==> config.mk <==
export PLATFORM = sky130hd
export DESIGN_NAME = txb_top
export DESIGN_NICKNAME = d
export VERILOG_FILES = /design/src/source/txb_pkg.sv /design/src/source/cpl_rx.sv /design/src/source/rd_req_gen.sv /design/src/source/commit_tracker.sv /design/src/source/page_notifier.sv /design/src/source/txb_top.sv
export SDC_FILE = /design/constraint.sdc
export NUM_CORES = 2
export LEC_CHECK = 0
export ABC_AREA = 0
export BUFFER_PORTS_ARGS = -buffer_cell sky130_fd_sc_hd__clkbuf_2
export CORE_MARGIN = 2
export CORE_UTILIZATION = 40
export CTS_BUF_LIST = sky130_fd_sc_hd__clkbuf_2
export DETAILED_ROUTE_END_ITERATION = 8
export MAX_ROUTING_LAYER = met4
export PLACE_DENSITY = 0.56
export SLEW_MARGIN = 20
export SYNTH_ARGS = -nofsm -noshare
export SYNTH_HDL_FRONTEND = slang
export SYNTH_SLANG_ARGS = --single-unit
==> constraint.sdc <==
create_clock -name trn_clk -period 4.89 [get_ports trn_clk]
set_input_delay 0.7335 -clock trn_clk [delete_from_list [all_inputs] [get_ports trn_clk]]
set_output_delay 0.7335 -clock trn_clk [all_outputs]
set_load 0.02 [all_outputs]
==> src/source/txb_pkg.sv <==
//////////////////////////////////////////////////
// shared definitions for the tx dma buffer engine
// widths, request and completion records
// completion beat union and fsm state types
//////////////////////////////////////////////////
package txb_pkg;

    localparam int buf_aw   = 9;    // 512 qword buffer
    localparam int ptr_w    = 10;   // extra bit tells full from empty
    localparam int num_tags = 4;

    typedef logic [1:0]       tag_t;
    typedef logic [ptr_w-1:0] ptr_t;
    typedef logic [31:0]      qcount_t;

    typedef struct packed {
        logic [63:0] addr;      // host address of the page
        qcount_t     qwords;
    } page_desc_t;

    typedef struct packed {
        tag_t       tag;
        ptr_t       start;      // buffer slot of the first qword
        logic [9:0] size;       // qwords
    } rd_req_t;

    typedef struct packed {
        tag_t       tag;
        logic [9:0] qwords;     // written by one completion tlp
    } cpl_evt_t;

    // first beat of a completion, dw0 in the upper half
    typedef struct packed {
        logic        rsvd;
        logic [6:0]  fmt_type;
        logic [13:0] attr;
        logic [9:0]  length;    // dwords
        logic [15:0] cpl_id;
        logic [2:0]  status;
        logic        bcm;
        logic [11:0] byte_cnt;
    } cpl_hdr_t;

    typedef union packed {
        cpl_hdr_t         hdr;
        logic [1:0][31:0] dw;   // dw[1] is the earlier dword on the wire
    } beat_u;

    localparam logic [6:0] cpl_fmt_type = 7'b1001010;
    localparam logic [2:0] cpl_sc       = 3'b000;

    typedef enum logic [1:0] {rx_idle, rx_tag, rx_data, rx_skip} rx_state_e;
    typedef enum logic [1:0] {rq_idle, rq_check, rq_req, rq_wait} req_state_e;
    typedef enum logic [1:0] {nt_idle, nt_count, nt_notify} note_state_e;

endpackage

==> src/source/cpl_rx.sv <==
`timescale 1ns/1ps
//////////////////////////////////////////////////
// completion receive path
// header filter for successful completions with data
// per-tag buffer pointer and carried tail dword
// dword realignment and buffer write port
//////////////////////////////////////////////////
module cpl_rx (
    input  logic                        trn_clk,
    input  logic                        reset_n,
    input  logic [63:0]                 trn_rd_i,
    input  logic                        trn_rsof_n_i,
    input  logic                        trn_reof_n_i,
    input  logic                        trn_rsrc_rdy_n_i,
    input  logic                        req_issue_i,
    input  txb_pkg::rd_req_t            req_i,
    output logic                        wr_en_o,
    output logic [txb_pkg::buf_aw-1:0]  wr_addr_o,
    output logic [63:0]                 wr_data_o,
    output logic                        cpl_done_o,
    output txb_pkg::cpl_evt_t           cpl_evt_o
);

    txb_pkg::beat_u               beat;
    txb_pkg::rx_state_e           state;
    txb_pkg::ptr_t                wptr [txb_pkg::num_tags];     // next slot per tag
    logic [31:0]                  saved_dw [txb_pkg::num_tags]; // odd tail per tag
    logic [txb_pkg::num_tags-1:0] saved_v;
    txb_pkg::tag_t                cur_tag;
    txb_pkg::tag_t                tag_sel;
    txb_pkg::ptr_t                cur_ptr;
    txb_pkg::ptr_t                ptr_in;
    txb_pkg::ptr_t                ptr_nxt;
    logic [31:0]                  pend;
    logic                         pend_v;
    logic [9:0]                   dw_left;   // payload dwords not yet seen
    logic [9:0]                   q_cnt;
    logic [9:0]                   q_nxt;
    logic [31:0]                  f_dw;
    logic [31:0]                  s_dw;
    logic                         s_v;
    logic [31:0]                  p_in;
    logic                         pv_in;
    logic [31:0]                  p_out;
    logic                         pv_out;
    logic                         do_wr;
    logic [63:0]                  wr_word;
    logic                         beat_v;
    logic                         eof;
    logic                         on_tag;
    logic                         take_pay;
    logic                         hdr_ok;

    function automatic logic [31:0] bswap(input logic [31:0] d);
        return {d[7:0], d[15:8], d[23:16], d[31:24]};
    endfunction

    assign beat     = trn_rd_i;
    assign beat_v   = !trn_rsrc_rdy_n_i;
    assign eof      = !trn_reof_n_i;
    assign on_tag   = (state == txb_pkg::rx_tag);
    assign take_pay = beat_v && (on_tag || state == txb_pkg::rx_data);
    assign hdr_ok   = (beat.hdr.fmt_type == txb_pkg::cpl_fmt_type) &&
                      (beat.hdr.status == txb_pkg::cpl_sc);

    ////////////////////////////////////////////////
    // realignment, f_dw is earlier than s_dw
    ////////////////////////////////////////////////
    always_comb begin
        tag_sel = on_tag ? beat.dw[1][9:8] : cur_tag;   // tag in dw2
        s_dw    = bswap(beat.dw[0]);
        if (on_tag) begin
            f_dw   = s_dw;              // beat 2 has one payload dword
            s_v    = 1'b0;
            p_in   = saved_dw[tag_sel];
            pv_in  = saved_v[tag_sel];
            ptr_in = wptr[tag_sel];
        end else begin
            f_dw   = bswap(beat.dw[1]);
            s_v    = (dw_left >= 10'd2);
            p_in   = pend;
            pv_in  = pend_v;
            ptr_in = cur_ptr;
        end
        if (pv_in) begin                // carried dword fills the low half
            do_wr   = 1'b1;
            wr_word = {f_dw, p_in};
            p_out   = s_dw;
            pv_out  = s_v;
        end else begin
            do_wr   = s_v;
            wr_word = {s_dw, f_dw};
            p_out   = f_dw;
            pv_out  = !s_v;
        end
        ptr_nxt = do_wr ? ptr_in + 1'b1 : ptr_in;
        q_nxt   = (on_tag ? 10'd0 : q_cnt) + {9'd0, do_wr};
    end

    always_ff @(posedge trn_clk or negedge reset_n) begin
        if (!reset_n) begin
            state      <= txb_pkg::rx_idle;
            saved_v    <= '0;
            pend_v     <= 1'b0;
            wr_en_o    <= 1'b0;
            cpl_done_o <= 1'b0;
        end else begin
            wr_en_o    <= take_pay && do_wr;
            cpl_done_o <= take_pay && eof;
            if (req_issue_i) begin
                saved_v[req_i.tag] <= 1'b0;
            end
            if (take_pay) begin
                pend_v <= pv_out;
                state  <= eof ? txb_pkg::rx_idle : txb_pkg::rx_data;
                if (eof) begin
                    saved_v[tag_sel] <= pv_out;
                end
            end else if (beat_v) begin
                if (state == txb_pkg::rx_idle) begin
                    if (!trn_rsof_n_i && !eof) begin
                        state <= hdr_ok ? txb_pkg::rx_tag : txb_pkg::rx_skip;
                    end
                end else if (eof) begin     // end of a rejected tlp
                    state <= txb_pkg::rx_idle;
                end
            end
        end
    end

    always_ff @(posedge trn_clk) begin
        if (req_issue_i) begin
            wptr[req_i.tag] <= req_i.start;
        end
        if (beat_v && state == txb_pkg::rx_idle) begin
            dw_left <= beat.hdr.length;
        end
        if (take_pay) begin
            cur_tag   <= tag_sel;
            cur_ptr   <= ptr_nxt;
            pend      <= p_out;
            q_cnt     <= q_nxt;
            dw_left   <= dw_left - (on_tag ? 10'd1 : 10'd2);
            wr_addr_o <= ptr_in[txb_pkg::buf_aw-1:0];
            wr_data_o <= wr_word;
            if (eof) begin
                wptr[tag_sel]     <= ptr_nxt;
                saved_dw[tag_sel] <= p_out;
                cpl_evt_o.tag     <= tag_sel;
                cpl_evt_o.qwords  <= q_nxt;
            end
        end
    end

endmodule

==> src/source/rd_req_gen.sv <==
`timescale 1ns/1ps
//////////////////////////////////////////////////
// read request generator
// walks one huge page in chunks
// buffer room and outstanding request checks
//////////////////////////////////////////////////
module rd_req_gen #(
    parameter int chunk_qwords = 32
) (
    input  logic                 trn_clk,
    input  logic                 reset_n,
    input  logic                 huge_page_status_i,
    input  txb_pkg::page_desc_t  huge_page_desc_i,
    output logic                 huge_page_free_o,
    output logic                 read_chunk_o,
    output logic [63:0]          huge_page_addr_read_from_o,
    output logic [9:0]           qwords_to_rd_o,
    input  txb_pkg::tag_t        tlp_tag_i,
    input  logic                 read_chunk_ack_i,
    input  txb_pkg::ptr_t        committed_rd_addr_i,
    input  logic                 commit_i,
    input  logic                 page_done_i,
    output logic                 req_issue_o,
    output txb_pkg::rd_req_t     req_o,
    output logic                 page_start_o,
    output txb_pkg::page_desc_t  page_desc_o
);

    localparam txb_pkg::ptr_t depth = txb_pkg::ptr_t'(1 << txb_pkg::buf_aw);

    txb_pkg::req_state_e state;
    txb_pkg::qcount_t    remain;       // page qwords not yet requested
    txb_pkg::ptr_t       nxt_wptr;
    txb_pkg::ptr_t       free_sp;
    logic [9:0]          chunk_sz;
    logic [2:0]          outstanding;
    logic                room;
    logic                acked;

    assign chunk_sz = (remain < txb_pkg::qcount_t'(chunk_qwords)) ? remain[9:0]
                                                                   : 10'(chunk_qwords);
    assign free_sp  = depth - (nxt_wptr - committed_rd_addr_i);
    assign room     = (free_sp >= chunk_sz) && (outstanding < 3'(txb_pkg::num_tags));
    assign acked    = read_chunk_o && read_chunk_ack_i;

    always_ff @(posedge trn_clk or negedge reset_n) begin
        if (!reset_n) begin
            state                      <= txb_pkg::rq_idle;
            huge_page_free_o           <= 1'b0;
            read_chunk_o               <= 1'b0;
            req_issue_o                <= 1'b0;
            page_start_o               <= 1'b0;
            huge_page_addr_read_from_o <= '0;
            qwords_to_rd_o             <= '0;
            remain                     <= '0;
            nxt_wptr                   <= '0;
            outstanding                <= '0;
            req_o                      <= '0;
            page_desc_o                <= '0;
        end else begin
            huge_page_free_o <= 1'b0;
            req_issue_o      <= 1'b0;
            page_start_o     <= 1'b0;
            outstanding      <= outstanding + {2'b00, acked} - {2'b00, commit_i};
            case (state)
                txb_pkg::rq_idle: begin
                    if (huge_page_status_i) begin
                        page_start_o               <= 1'b1;
                        page_desc_o                <= huge_page_desc_i;
                        huge_page_addr_read_from_o <= huge_page_desc_i.addr;
                        remain                     <= huge_page_desc_i.qwords;
                        state                      <= txb_pkg::rq_check;
                    end
                end
                txb_pkg::rq_check: begin
                    if (room) begin
                        read_chunk_o   <= 1'b1;
                        qwords_to_rd_o <= chunk_sz;
                        state          <= txb_pkg::rq_req;
                    end
                end
                txb_pkg::rq_req: begin
                    if (read_chunk_ack_i) begin
                        read_chunk_o <= 1'b0;
                        req_issue_o  <= 1'b1;
                        req_o        <= '{tag: tlp_tag_i, start: nxt_wptr, size: qwords_to_rd_o};
                        nxt_wptr     <= nxt_wptr + qwords_to_rd_o;
                        huge_page_addr_read_from_o <= huge_page_addr_read_from_o +
                                                      64'({qwords_to_rd_o, 3'b000});
                        remain       <= remain - txb_pkg::qcount_t'(qwords_to_rd_o);
                        if (remain == txb_pkg::qcount_t'(qwords_to_rd_o)) begin
                            huge_page_free_o <= 1'b1;   // last chunk of the page
                            state            <= txb_pkg::rq_wait;
                        end else begin
                            state <= txb_pkg::rq_check;
                        end
                    end
                end
                default: begin
                    if (page_done_i) begin  // notification taken by host
                        state <= txb_pkg::rq_idle;
                    end
                end
            endcase
        end
    end

endmodule

==> src/source/commit_tracker.sv <==
`timescale 1ns/1ps
//////////////////////////////////////////////////
// in-order commit of buffer writes
// queue of issued requests and per-tag qword counts
// committed write pointer
//////////////////////////////////////////////////
module commit_tracker (
    input  logic               trn_clk,
    input  logic               reset_n,
    input  logic               req_issue_i,
    input  txb_pkg::rd_req_t   req_i,
    input  logic               cpl_done_i,
    input  txb_pkg::cpl_evt_t  cpl_evt_i,
    output txb_pkg::ptr_t      committed_wr_addr_o,
    output logic               commit_o,
    output logic [9:0]         commit_qwords_o
);

    txb_pkg::rd_req_t q [txb_pkg::num_tags];     // issue order
    logic [9:0]       rcvd [txb_pkg::num_tags];  // qwords landed per tag
    logic [1:0]       head;
    logic [1:0]       tail;
    logic [2:0]       used;
    txb_pkg::rd_req_t hd;
    logic             head_done;

    assign hd        = q[head];
    assign head_done = (used != 3'd0) && (rcvd[hd.tag] == hd.size);

    always_ff @(posedge trn_clk) begin
        if (req_issue_i) begin
            q[tail]         <= req_i;
            rcvd[req_i.tag] <= '0;
        end
        if (cpl_done_i) begin
            rcvd[cpl_evt_i.tag] <= rcvd[cpl_evt_i.tag] + cpl_evt_i.qwords;
        end
    end

    ////////////////////////////////////////////////
    // retire the oldest request once all its data is in
    ////////////////////////////////////////////////
    always_ff @(posedge trn_clk or negedge reset_n) begin
        if (!reset_n) begin
            head                <= '0;
            tail                <= '0;
            used                <= '0;
            commit_o            <= 1'b0;
            commit_qwords_o     <= '0;
            committed_wr_addr_o <= '0;
        end else begin
            commit_o <= head_done;
            used     <= used + {2'b00, req_issue_i} - {2'b00, head_done};
            if (req_issue_i) begin
                tail <= tail + 1'b1;
            end
            if (head_done) begin
                head                <= head + 1'b1;
                committed_wr_addr_o <= hd.start + hd.size;
                commit_qwords_o     <= hd.size;
            end
        end
    end

endmodule

==> src/source/page_notifier.sv <==
`timescale 1ns/1ps
//////////////////////////////////////////////////
// page completion notifier
// sums committed qwords and posts the page address
//////////////////////////////////////////////////
module page_notifier (
    input  logic                 trn_clk,
    input  logic                 reset_n,
    input  logic                 page_start_i,
    input  txb_pkg::page_desc_t  page_desc_i,
    input  logic                 commit_i,
    input  logic [9:0]           commit_qwords_i,
    output logic                 notify_o,
    output logic [63:0]          notification_message_o,
    input  logic                 notify_ack_i,
    output logic                 page_done_o
);

    txb_pkg::note_state_e state;
    txb_pkg::qcount_t     page_qwords;
    txb_pkg::qcount_t     sum;
    txb_pkg::qcount_t     sum_nxt;

    assign sum_nxt = sum + txb_pkg::qcount_t'(commit_qwords_i);

    always_ff @(posedge trn_clk or negedge reset_n) begin
        if (!reset_n) begin
            state                  <= txb_pkg::nt_idle;
            notify_o               <= 1'b0;
            page_done_o            <= 1'b0;
            notification_message_o <= '0;
            page_qwords            <= '0;
            sum                    <= '0;
        end else begin
            page_done_o <= 1'b0;
            case (state)
                txb_pkg::nt_idle: begin
                    if (page_start_i) begin
                        sum                    <= '0;
                        page_qwords            <= page_desc_i.qwords;
                        notification_message_o <= page_desc_i.addr;
                        state                  <= txb_pkg::nt_count;
                    end
                end
                txb_pkg::nt_count: begin
                    if (commit_i) begin
                        sum <= sum_nxt;
                        if (sum_nxt == page_qwords) begin   // whole page committed
                            notify_o <= 1'b1;
                            state    <= txb_pkg::nt_notify;
                        end
                    end
                end
                default: begin
                    if (notify_ack_i) begin
                        notify_o    <= 1'b0;
                        page_done_o <= 1'b1;
                        state       <= txb_pkg::nt_idle;
                    end
                end
            endcase
        end
    end

endmodule

==> src/source/txb_top.sv <==
`timescale 1ns/1ps
//////////////////////////////////////////////////
// tx dma buffer engine top level
// request generator, completion path,
// commit tracker and page notifier
//////////////////////////////////////////////////
module txb_top #(
    parameter int chunk_qwords = 32
) (
    input  logic                        trn_clk,
    input  logic                        reset_n,
    input  logic                        huge_page_status_i,
    input  txb_pkg::page_desc_t         huge_page_desc_i,
    output logic                        huge_page_free_o,
    output logic                        read_chunk_o,
    output logic [63:0]                 huge_page_addr_read_from_o,
    output logic [9:0]                  qwords_to_rd_o,
    input  txb_pkg::tag_t               tlp_tag_i,
    input  logic                        read_chunk_ack_i,
    input  logic [63:0]                 trn_rd_i,
    input  logic                        trn_rsof_n_i,
    input  logic                        trn_reof_n_i,
    input  logic                        trn_rsrc_rdy_n_i,
    output logic                        wr_en_o,
    output logic [txb_pkg::buf_aw-1:0]  wr_addr_o,
    output logic [63:0]                 wr_data_o,
    input  txb_pkg::ptr_t               committed_rd_addr_i,
    output txb_pkg::ptr_t               committed_wr_addr_o,
    output logic                        notify_o,
    output logic [63:0]                 notification_message_o,
    input  logic                        notify_ack_i
);

    logic                req_issue;
    txb_pkg::rd_req_t    req;
    logic                cpl_done;
    txb_pkg::cpl_evt_t   cpl_evt;
    logic                commit;
    logic [9:0]          commit_qwords;
    logic                page_start;
    txb_pkg::page_desc_t page_desc;
    logic                page_done;

    rd_req_gen #(.chunk_qwords(chunk_qwords)) rd_req_gen_i (
        .trn_clk, .reset_n, .huge_page_status_i, .huge_page_desc_i, .huge_page_free_o,
        .read_chunk_o, .huge_page_addr_read_from_o, .qwords_to_rd_o, .tlp_tag_i,
        .read_chunk_ack_i, .committed_rd_addr_i, .commit_i(commit), .page_done_i(page_done),
        .req_issue_o(req_issue), .req_o(req), .page_start_o(page_start),
        .page_desc_o(page_desc)
    );

    cpl_rx cpl_rx_i (
        .trn_clk, .reset_n, .trn_rd_i, .trn_rsof_n_i, .trn_reof_n_i, .trn_rsrc_rdy_n_i,
        .req_issue_i(req_issue), .req_i(req), .wr_en_o, .wr_addr_o, .wr_data_o,
        .cpl_done_o(cpl_done), .cpl_evt_o(cpl_evt)
    );

    commit_tracker commit_tracker_i (
        .trn_clk, .reset_n, .req_issue_i(req_issue), .req_i(req), .cpl_done_i(cpl_done),
        .cpl_evt_i(cpl_evt), .committed_wr_addr_o, .commit_o(commit),
        .commit_qwords_o(commit_qwords)
    );

    page_notifier page_notifier_i (
        .trn_clk, .reset_n, .page_start_i(page_start), .page_desc_i(page_desc),
        .commit_i(commit), .commit_qwords_i(commit_qwords), .notify_o,
        .notification_message_o, .notify_ack_i, .page_done_o(page_done)
    );

endmodule

; ---- Word level (Yosys, flattened, before mapping)
; Memory sizes are Yosys's and may differ from the RTL's. A register that Yosys moved wholly into a read port is not among the register bits.
; Index checks and enable logic that the tools add are counted.
[op_classes]
n_eq_ne = 18
magnitude_cmp = 8
n_bitwise = 4
reduce_logical = 41
addsub = 17
mux = 77
[ops]
columns = op, n
row1 = $mux W32, 7
row2 = $mux W64, 3
row3 = $pmux W32 S2, 2
row4 = $pmux W64 S2, 1
row5 = $add A64 B13 Y64, 1
row6 = $mux W10, 6
row7 = $mux W2, 19
row8 = $add A32 B10 Y32, 1
row9 = $eq A32 B10 Y1, 1
row10 = $eq A32 B32 Y1, 1
row11 = $lt A32 B6 Y1 const B, 1
row12 = $sub A32 B10 Y32, 1
row13 = $add A10 B10 Y10, 3
row14 = $mux W1, 28
row15 = $sub A10 B10 Y10, 2
row16 = $mux W4, 3
row17 = $reduce_and A3 Y1, 4
row18 = $reduce_and A4 Y1, 3
row19 = $logic_and A1 B1 Y1, 11
row20 = $add A10 B1 Y10, 1
row21 = $add A10 B1 Y10 const B, 1
row22 = $eq A10 B10 Y1, 1
row23 = $ge A10 B10 Y1, 1
row24 = $ge A10 B2 Y1 const B, 1
row25 = other kinds (32), 62
[totals]
memories = 4
ram_bits = 296
output_inout_bits = 225
word_cells = 210
regBits = 561
[mem_list]
columns = memory, depth, width, rd, rd_clocked_by_memory_dff, write_ports, line
row1 = cpl_rx_i.saved_dw, 4, 32, 1, 0, 1, cpl_rx.sv:27  ; logic [31:0] saved_dw [txb_pkg::num_tags];
row2 = commit_tracker_i.q, 4, 22, 1, 0, 1, commit_tracker.sv:19  ; txb_pkg::rd_req_t q [txb_pkg::num_tags];
row3 = commit_tracker_i.rcvd, 4, 10, 2, 1, 2, commit_tracker.sv:20  ; logic [9:0] rcvd [txb_pkg::num_tags];
row4 = cpl_rx_i.wptr, 4, 10, 1, 0, 2, cpl_rx.sv:26  ; txb_pkg::ptr_t wptr [txb_pkg::num_tags];

; ---- Logic depth before layout (Yosys ltp)
[logic_depth]
ltp_word = 10
ltp_mapped = 22

; ---- Cells and area by module
; From an unflattened synthesis, not the netlist that was laid out.
[unflattened]
cells_unflattened = 3467
area_unflattened_um2 = 41069.4
[modules_own_cells]
columns = mod, area_each_um2, instances, cells_each
row1 = cpl_rx, 14009.7, 1, 909
row2 = rd_req_gen, 13228.9, 1, 1514
row3 = commit_tracker, 7214.4, 1, 442
row4 = page_notifier, 6616.3, 1, 602

; ---- Least setup slack after synthesis
; No wires, ideal clock.
[synth_timing]
kind = reg-to-reg
from = register rd_req_gen_i.remain[18]
to = register rd_req_gen_i.qwords_to_rd_o[0]
slack_ns = -0.055
stages_incl_launch_ff = 18
path_buffers = 1
required_time_ns = 4.765
t_arrival_ns = 4.821
path_cell_list = dfrtp_1 -> or4_4 -> or4_4 -> or2_1 -> or3_1 -> buf_2 -> or4_4 -> nor4_1 -> ha_1 -> nand2b_1 -> a21o_1 -> a21o_1 -> a21o_1 -> a21o_1 -> a21oi_1 -> o21ai_1 -> nand2_1 -> mux2_2
[synth_via]
elab_chain_len = 5
[synth_rtl]
columns = element, line
row1 = "start, declared", rd_req_gen.sv:32  ; txb_pkg::qcount_t remain;
row2 = "start signal, assigned", rd_req_gen.sv:71  ; remain <= huge_page_desc_i.qwords;
row3 = "start signal, assigned", rd_req_gen.sv:90  ; remain <= remain - txb_pkg::qcount_t'(qwords_to_rd_o);
row4 = $lt A32 B6 Y1 *, rd_req_gen.sv:40  ; assign chunk_sz = (remain < txb_pkg::qcount_t'(chunk_qwords)) ? remain[9:0]
row5 = $mux W10 *, rd_req_gen.sv:40
row6 = via rd_req_gen_i.chunk_sz[0], rd_req_gen.sv:35  ; logic [9:0] chunk_sz;
row7 = $ge A10 B10 Y1, rd_req_gen.sv:43  ; assign room = (free_sp >= chunk_sz) && (outstanding < 3'(txb_pkg::num_tags));
row8 = $logic_and A1 B1 Y1, rd_req_gen.sv:43
row9 = $reduce_and A2 Y1 (no source line), --
row10 = "end signal, assigned", rd_req_gen.sv:78  ; qwords_to_rd_o <= chunk_sz;
row11 = "end, declared", rd_req_gen.sv:17  ; output logic [9:0] qwords_to_rd_o,
; Mark *: on every way through the listed nets, which the timed path passes. The rest lies on a longest branch.
; A chain may end at the register's enable or synchronous reset.

; ---- Worst setup path after layout
[layout_timing]
from = register rd_req_gen_i.remain[18]
to = register rd_req_gen_i.qwords_to_rd_o[1]
[layout_via]
elab_chain_len = 5
[layout_rtl]
columns = element, line
row1 = $lt A32 B6 Y1 *, rd_req_gen.sv:40
row2 = $mux W10 *, rd_req_gen.sv:40
row3 = $ge A10 B10 Y1, rd_req_gen.sv:43
row4 = $logic_and A1 B1 Y1, rd_req_gen.sv:43
row5 = $reduce_and A2 Y1 (no source line), --
; Mark *: on every way between the ends. The rest lies on a longest branch, timed or not.

==> impl_metrics.json <==
{
  "rsz0062_at_grt": "no",
  "fmax_mhz": 215,
  "via_per_inst": 5.14,
  "powerDensity_nw_per_um2": 568,
  "grt_pass1_wl_um": 182000,
  "finalSetupViolations": 0,
  "drt_first_pass_iters": 7,
  "syn-instance-count": 3769,
  "ant_nets": 0,
  "leakage_nw": 22.0,
  "slew-limit-headroom_pct": 30.8,
  "synth_ff_type": "edfxtp_1",
  "pin_count": 405,
  "fin_area_um2": 50300,
  "synthesis.area_um2": 40800,
  "synth_edf_count": 440,
  "antenna_found_initial": 6,
  "setup_tns_ps": 0,
  "path_class": "flop to flop",
  "synth_seq_cells": 854,
  "grt_start_max_net_pins": 110,
  "die_h_um": 323,
  "cts_made_buffers": 224,
  "arrival_ps": 6070,
  "cts.sinks": 854,
  "drc": 0,
  "fin_crit_ps": 4660,
  "dp_hpwl_um": 73200,
  "clk_latency_ps": 1510,
  "vias": 31900,
  "wl_um": 116000,
  "tightestPinTransition_ps": 1040,
  "core_um2": 101000,
  "hold_viol": 0,
  "grt_util_all_layers_pct": 22.9,
  "cp_max_fo": 7,
  "seq_area_frac_synth_pct": 57.8,
  "start_kind": "flop",
  "area_growth_pct": 23.3,
  "fin_skew_ps": 106,
  "grt_pass1_vias": 32500,
  "critPathRequiredTime_ps": 6300,
  "cts_max_path_buffers": 3,
  "cts_tree": "done",
  "htree_levels": 4,
  "fin_crit_sh_pct": 95.2,
  "hp-class": "primary input to flop",
  "cts_root_buf": "clkbuf_2",
  "finalNonFillerCells": 6198,
  "dp.cells": 5406,
  "synth-async-reset-ratio_pct": 48.2,
  "portBuffers": 404,
  "num_rows": 117,
  "max-cap-violations": 0,
  "final-max-slew-violation-count": 0,
  "synth_area_per_cell_um2": 10.8,
  "globalRouteOverflowTotal": 0,
  "fp.dieArea_um2": 104000,
  "start_util_pct": 40.2,
  "final_cell_mix": "912 x nand2_1, 751 x clkbuf_2, 440 x edfxtp_1, 411 x dfrtp_1, 367 x dlygate4sd3_1",
  "final_common_cell": "nand2_1",
  "drive_above_1_share_pct": 21.5,
  "chipWidth_um": 323,
  "placed_cell_area_um2": 44400,
  "first_iter_violations": 1705,
  "wl_per_cell_um": 18.7,
  "ys_types": 81,
  "end_kind": "flop",
  "irDropWorstVdd_mv": 0.381,
  "gp_congestion": 0.872,
  "finalPower_mw": 28.6,
  "outcome": "completed",
  "ys_warn_count": 0,
  "nets": 4922,
  "cts_setup_buffers": 0,
  "path_clk_slew_ps": 110
}
[layer usage]
layer,routed length (µm),track usage [%]
met1,50400,28.2
met2,56000,37.4
met3,6230,4.52
met4,3530,8.84
met5,0,-
[critical path, cell delays in order (launching register included)]
cell and delay (ps):
dfrtp_1 400, or4_4 540, or4_4 430, or2_1 250, or3_1 330, or4_4 500
nor3_2 230, nand2_1 120, ha_1 310, a21o_1 160, a21o_1 180, a21o_1 180
a21o_1 180, a21oi_1 160, o21ai_1 120, nand2_2 90, buf_4 180, mux2i_1 180
[sequential cells by signal (all words and copies together) (netlist names), 36 cells and up, named ones only]
signal / flops
cpl_rx_i.saved_dw: 128
rd_req_gen_i.huge_page_addr_read_from_o: 64
rd_req_gen_i.page_desc_o: 96
cpl_rx_i.wptr: 36
page_notifier_i.notification_message_o: 64
commit_tracker_i.rcvd: 40
commit_tracker_i.q: 88
cpl_rx_i.wr_data_o: 64
[cells by family (layout without fill, tap and decap cells)]
kind of cell,after synthesis,in the layout,synth area share (%)
other,1,12,0.00920
adders and majority gates,110,110,3.56
DFF,854,854,57.8
buffers and inverters,301,1351,2.80
muxes,218,218,6.78
xor gates and xnor gates,130,130,2.89
and+or+nand+nor,1468,1468,15.7
AOI/OAI and AO/OA,687,687,10.4
[power breakdown]
part | internal, mW | total (mW) | switching [mW]
Clock | 2.04 | 5.15 | 3.11
Combinational | 4.53 | 11.8 | 7.24
Sequential | 10.2 | 11.6 | 1.48
[cell usage after synthesis (all sizes together) (7+ instances only)]
cell / instances / share of area [%]
clkbuf: 160 / 1.5
or4: 11 / 0.24
mux4: 35 / 1.9
o21bai: 8 / 0.15
dfrtp: 412 / 25
a21oi: 196 / 2.4
nor3: 37 / 0.47
nand2: 917 / 8.4
mux2i: 68 / 1.7
and2: 18 / 0.28
a31oi: 68 / 1.0
o211ai: 12 / 0.23
fa: 10 / 0.49
a311oi: 8 / 0.17
o21ai: 181 / 2.2
edfxtp: 440 / 32
o31ai: 13 / 0.24
or3: 15 / 0.23
nand4: 27 / 0.41
o22a: 15 / 0.32
nand3: 80 / 0.98
xor2: 44 / 0.95
nor2: 162 / 1.5
o22ai: 19 / 0.29
xnor2: 83 / 1.8
or2: 7 / 0.11
a211oi: 48 / 0.88
a21o: 38 / 0.70
mux2: 115 / 3.2
and3: 76 / 1.2
nor2b: 57 / 0.87
nor4: 20 / 0.32
inv: 98 / 0.90
o41ai: 7 / 0.15
nand2b: 21 / 0.32
ha: 100 / 3.1
buf: 42 / 0.41
[path summary, 6_finish.rpt]
| path | start | to | slack (ps) | depth (start not counted) |
|---|---|---|---|---|
| max in group asynchronous | reset_n | commit_tracker_i.commit_qwords_o[9] | 3790 | 4 |
| min in group asynchronous | reset_n | page_notifier_i.notification_message_o[6] | 420 | 4 |
| hold / removal | huge_page_desc_i[25] | rd_req_gen_i.page_desc_o[25] | 220 | 4 |
| hold reg to reg | rd_req_gen_i.page_desc_o[4] | page_notifier_i.page_qwords[4] | 410 | 2 |
| setup reg to reg | rd_req_gen_i.remain[18] | rd_req_gen_i.qwords_to_rd_o[1] | 230 | 17 |
| setup / recovery | rd_req_gen_i.remain[18] | rd_req_gen_i.qwords_to_rd_o[1] | 230 | 17 |
[cell type report]
cell class                 count  area, µm²
fill                        9425      51200
sequential                   854      23600
multi-input combinational   2617      16200
timing repair buffer         836       6260
clock buffer                 348       1740
tap                         1368       1710
clock inverter                68        379
inverter                      99        375
antenna                        8       20.0
[stage by stage]
stage                     hold WS (ps)  utilization (%)  setup WS, ps
after floorplan                    438                -          35.3
after global placement             447             43.8          97.1
after detailed placement           449             43.8          69.5
after CTS                        0.779             49.5          58.6
after global routing              40.6             49.5          17.7
final                              218             49.6           232
[what timing repair did]
item | CTS | global route
pin swaps | 0 | 2
endpoints found under the setup margin | 6 | 8
hold buffers | 368 | 0
endpoints found under the hold margin | 917 | 0
resized for setup | 1 | 1
Note: power is estimated with default switching activity, not from simulation.
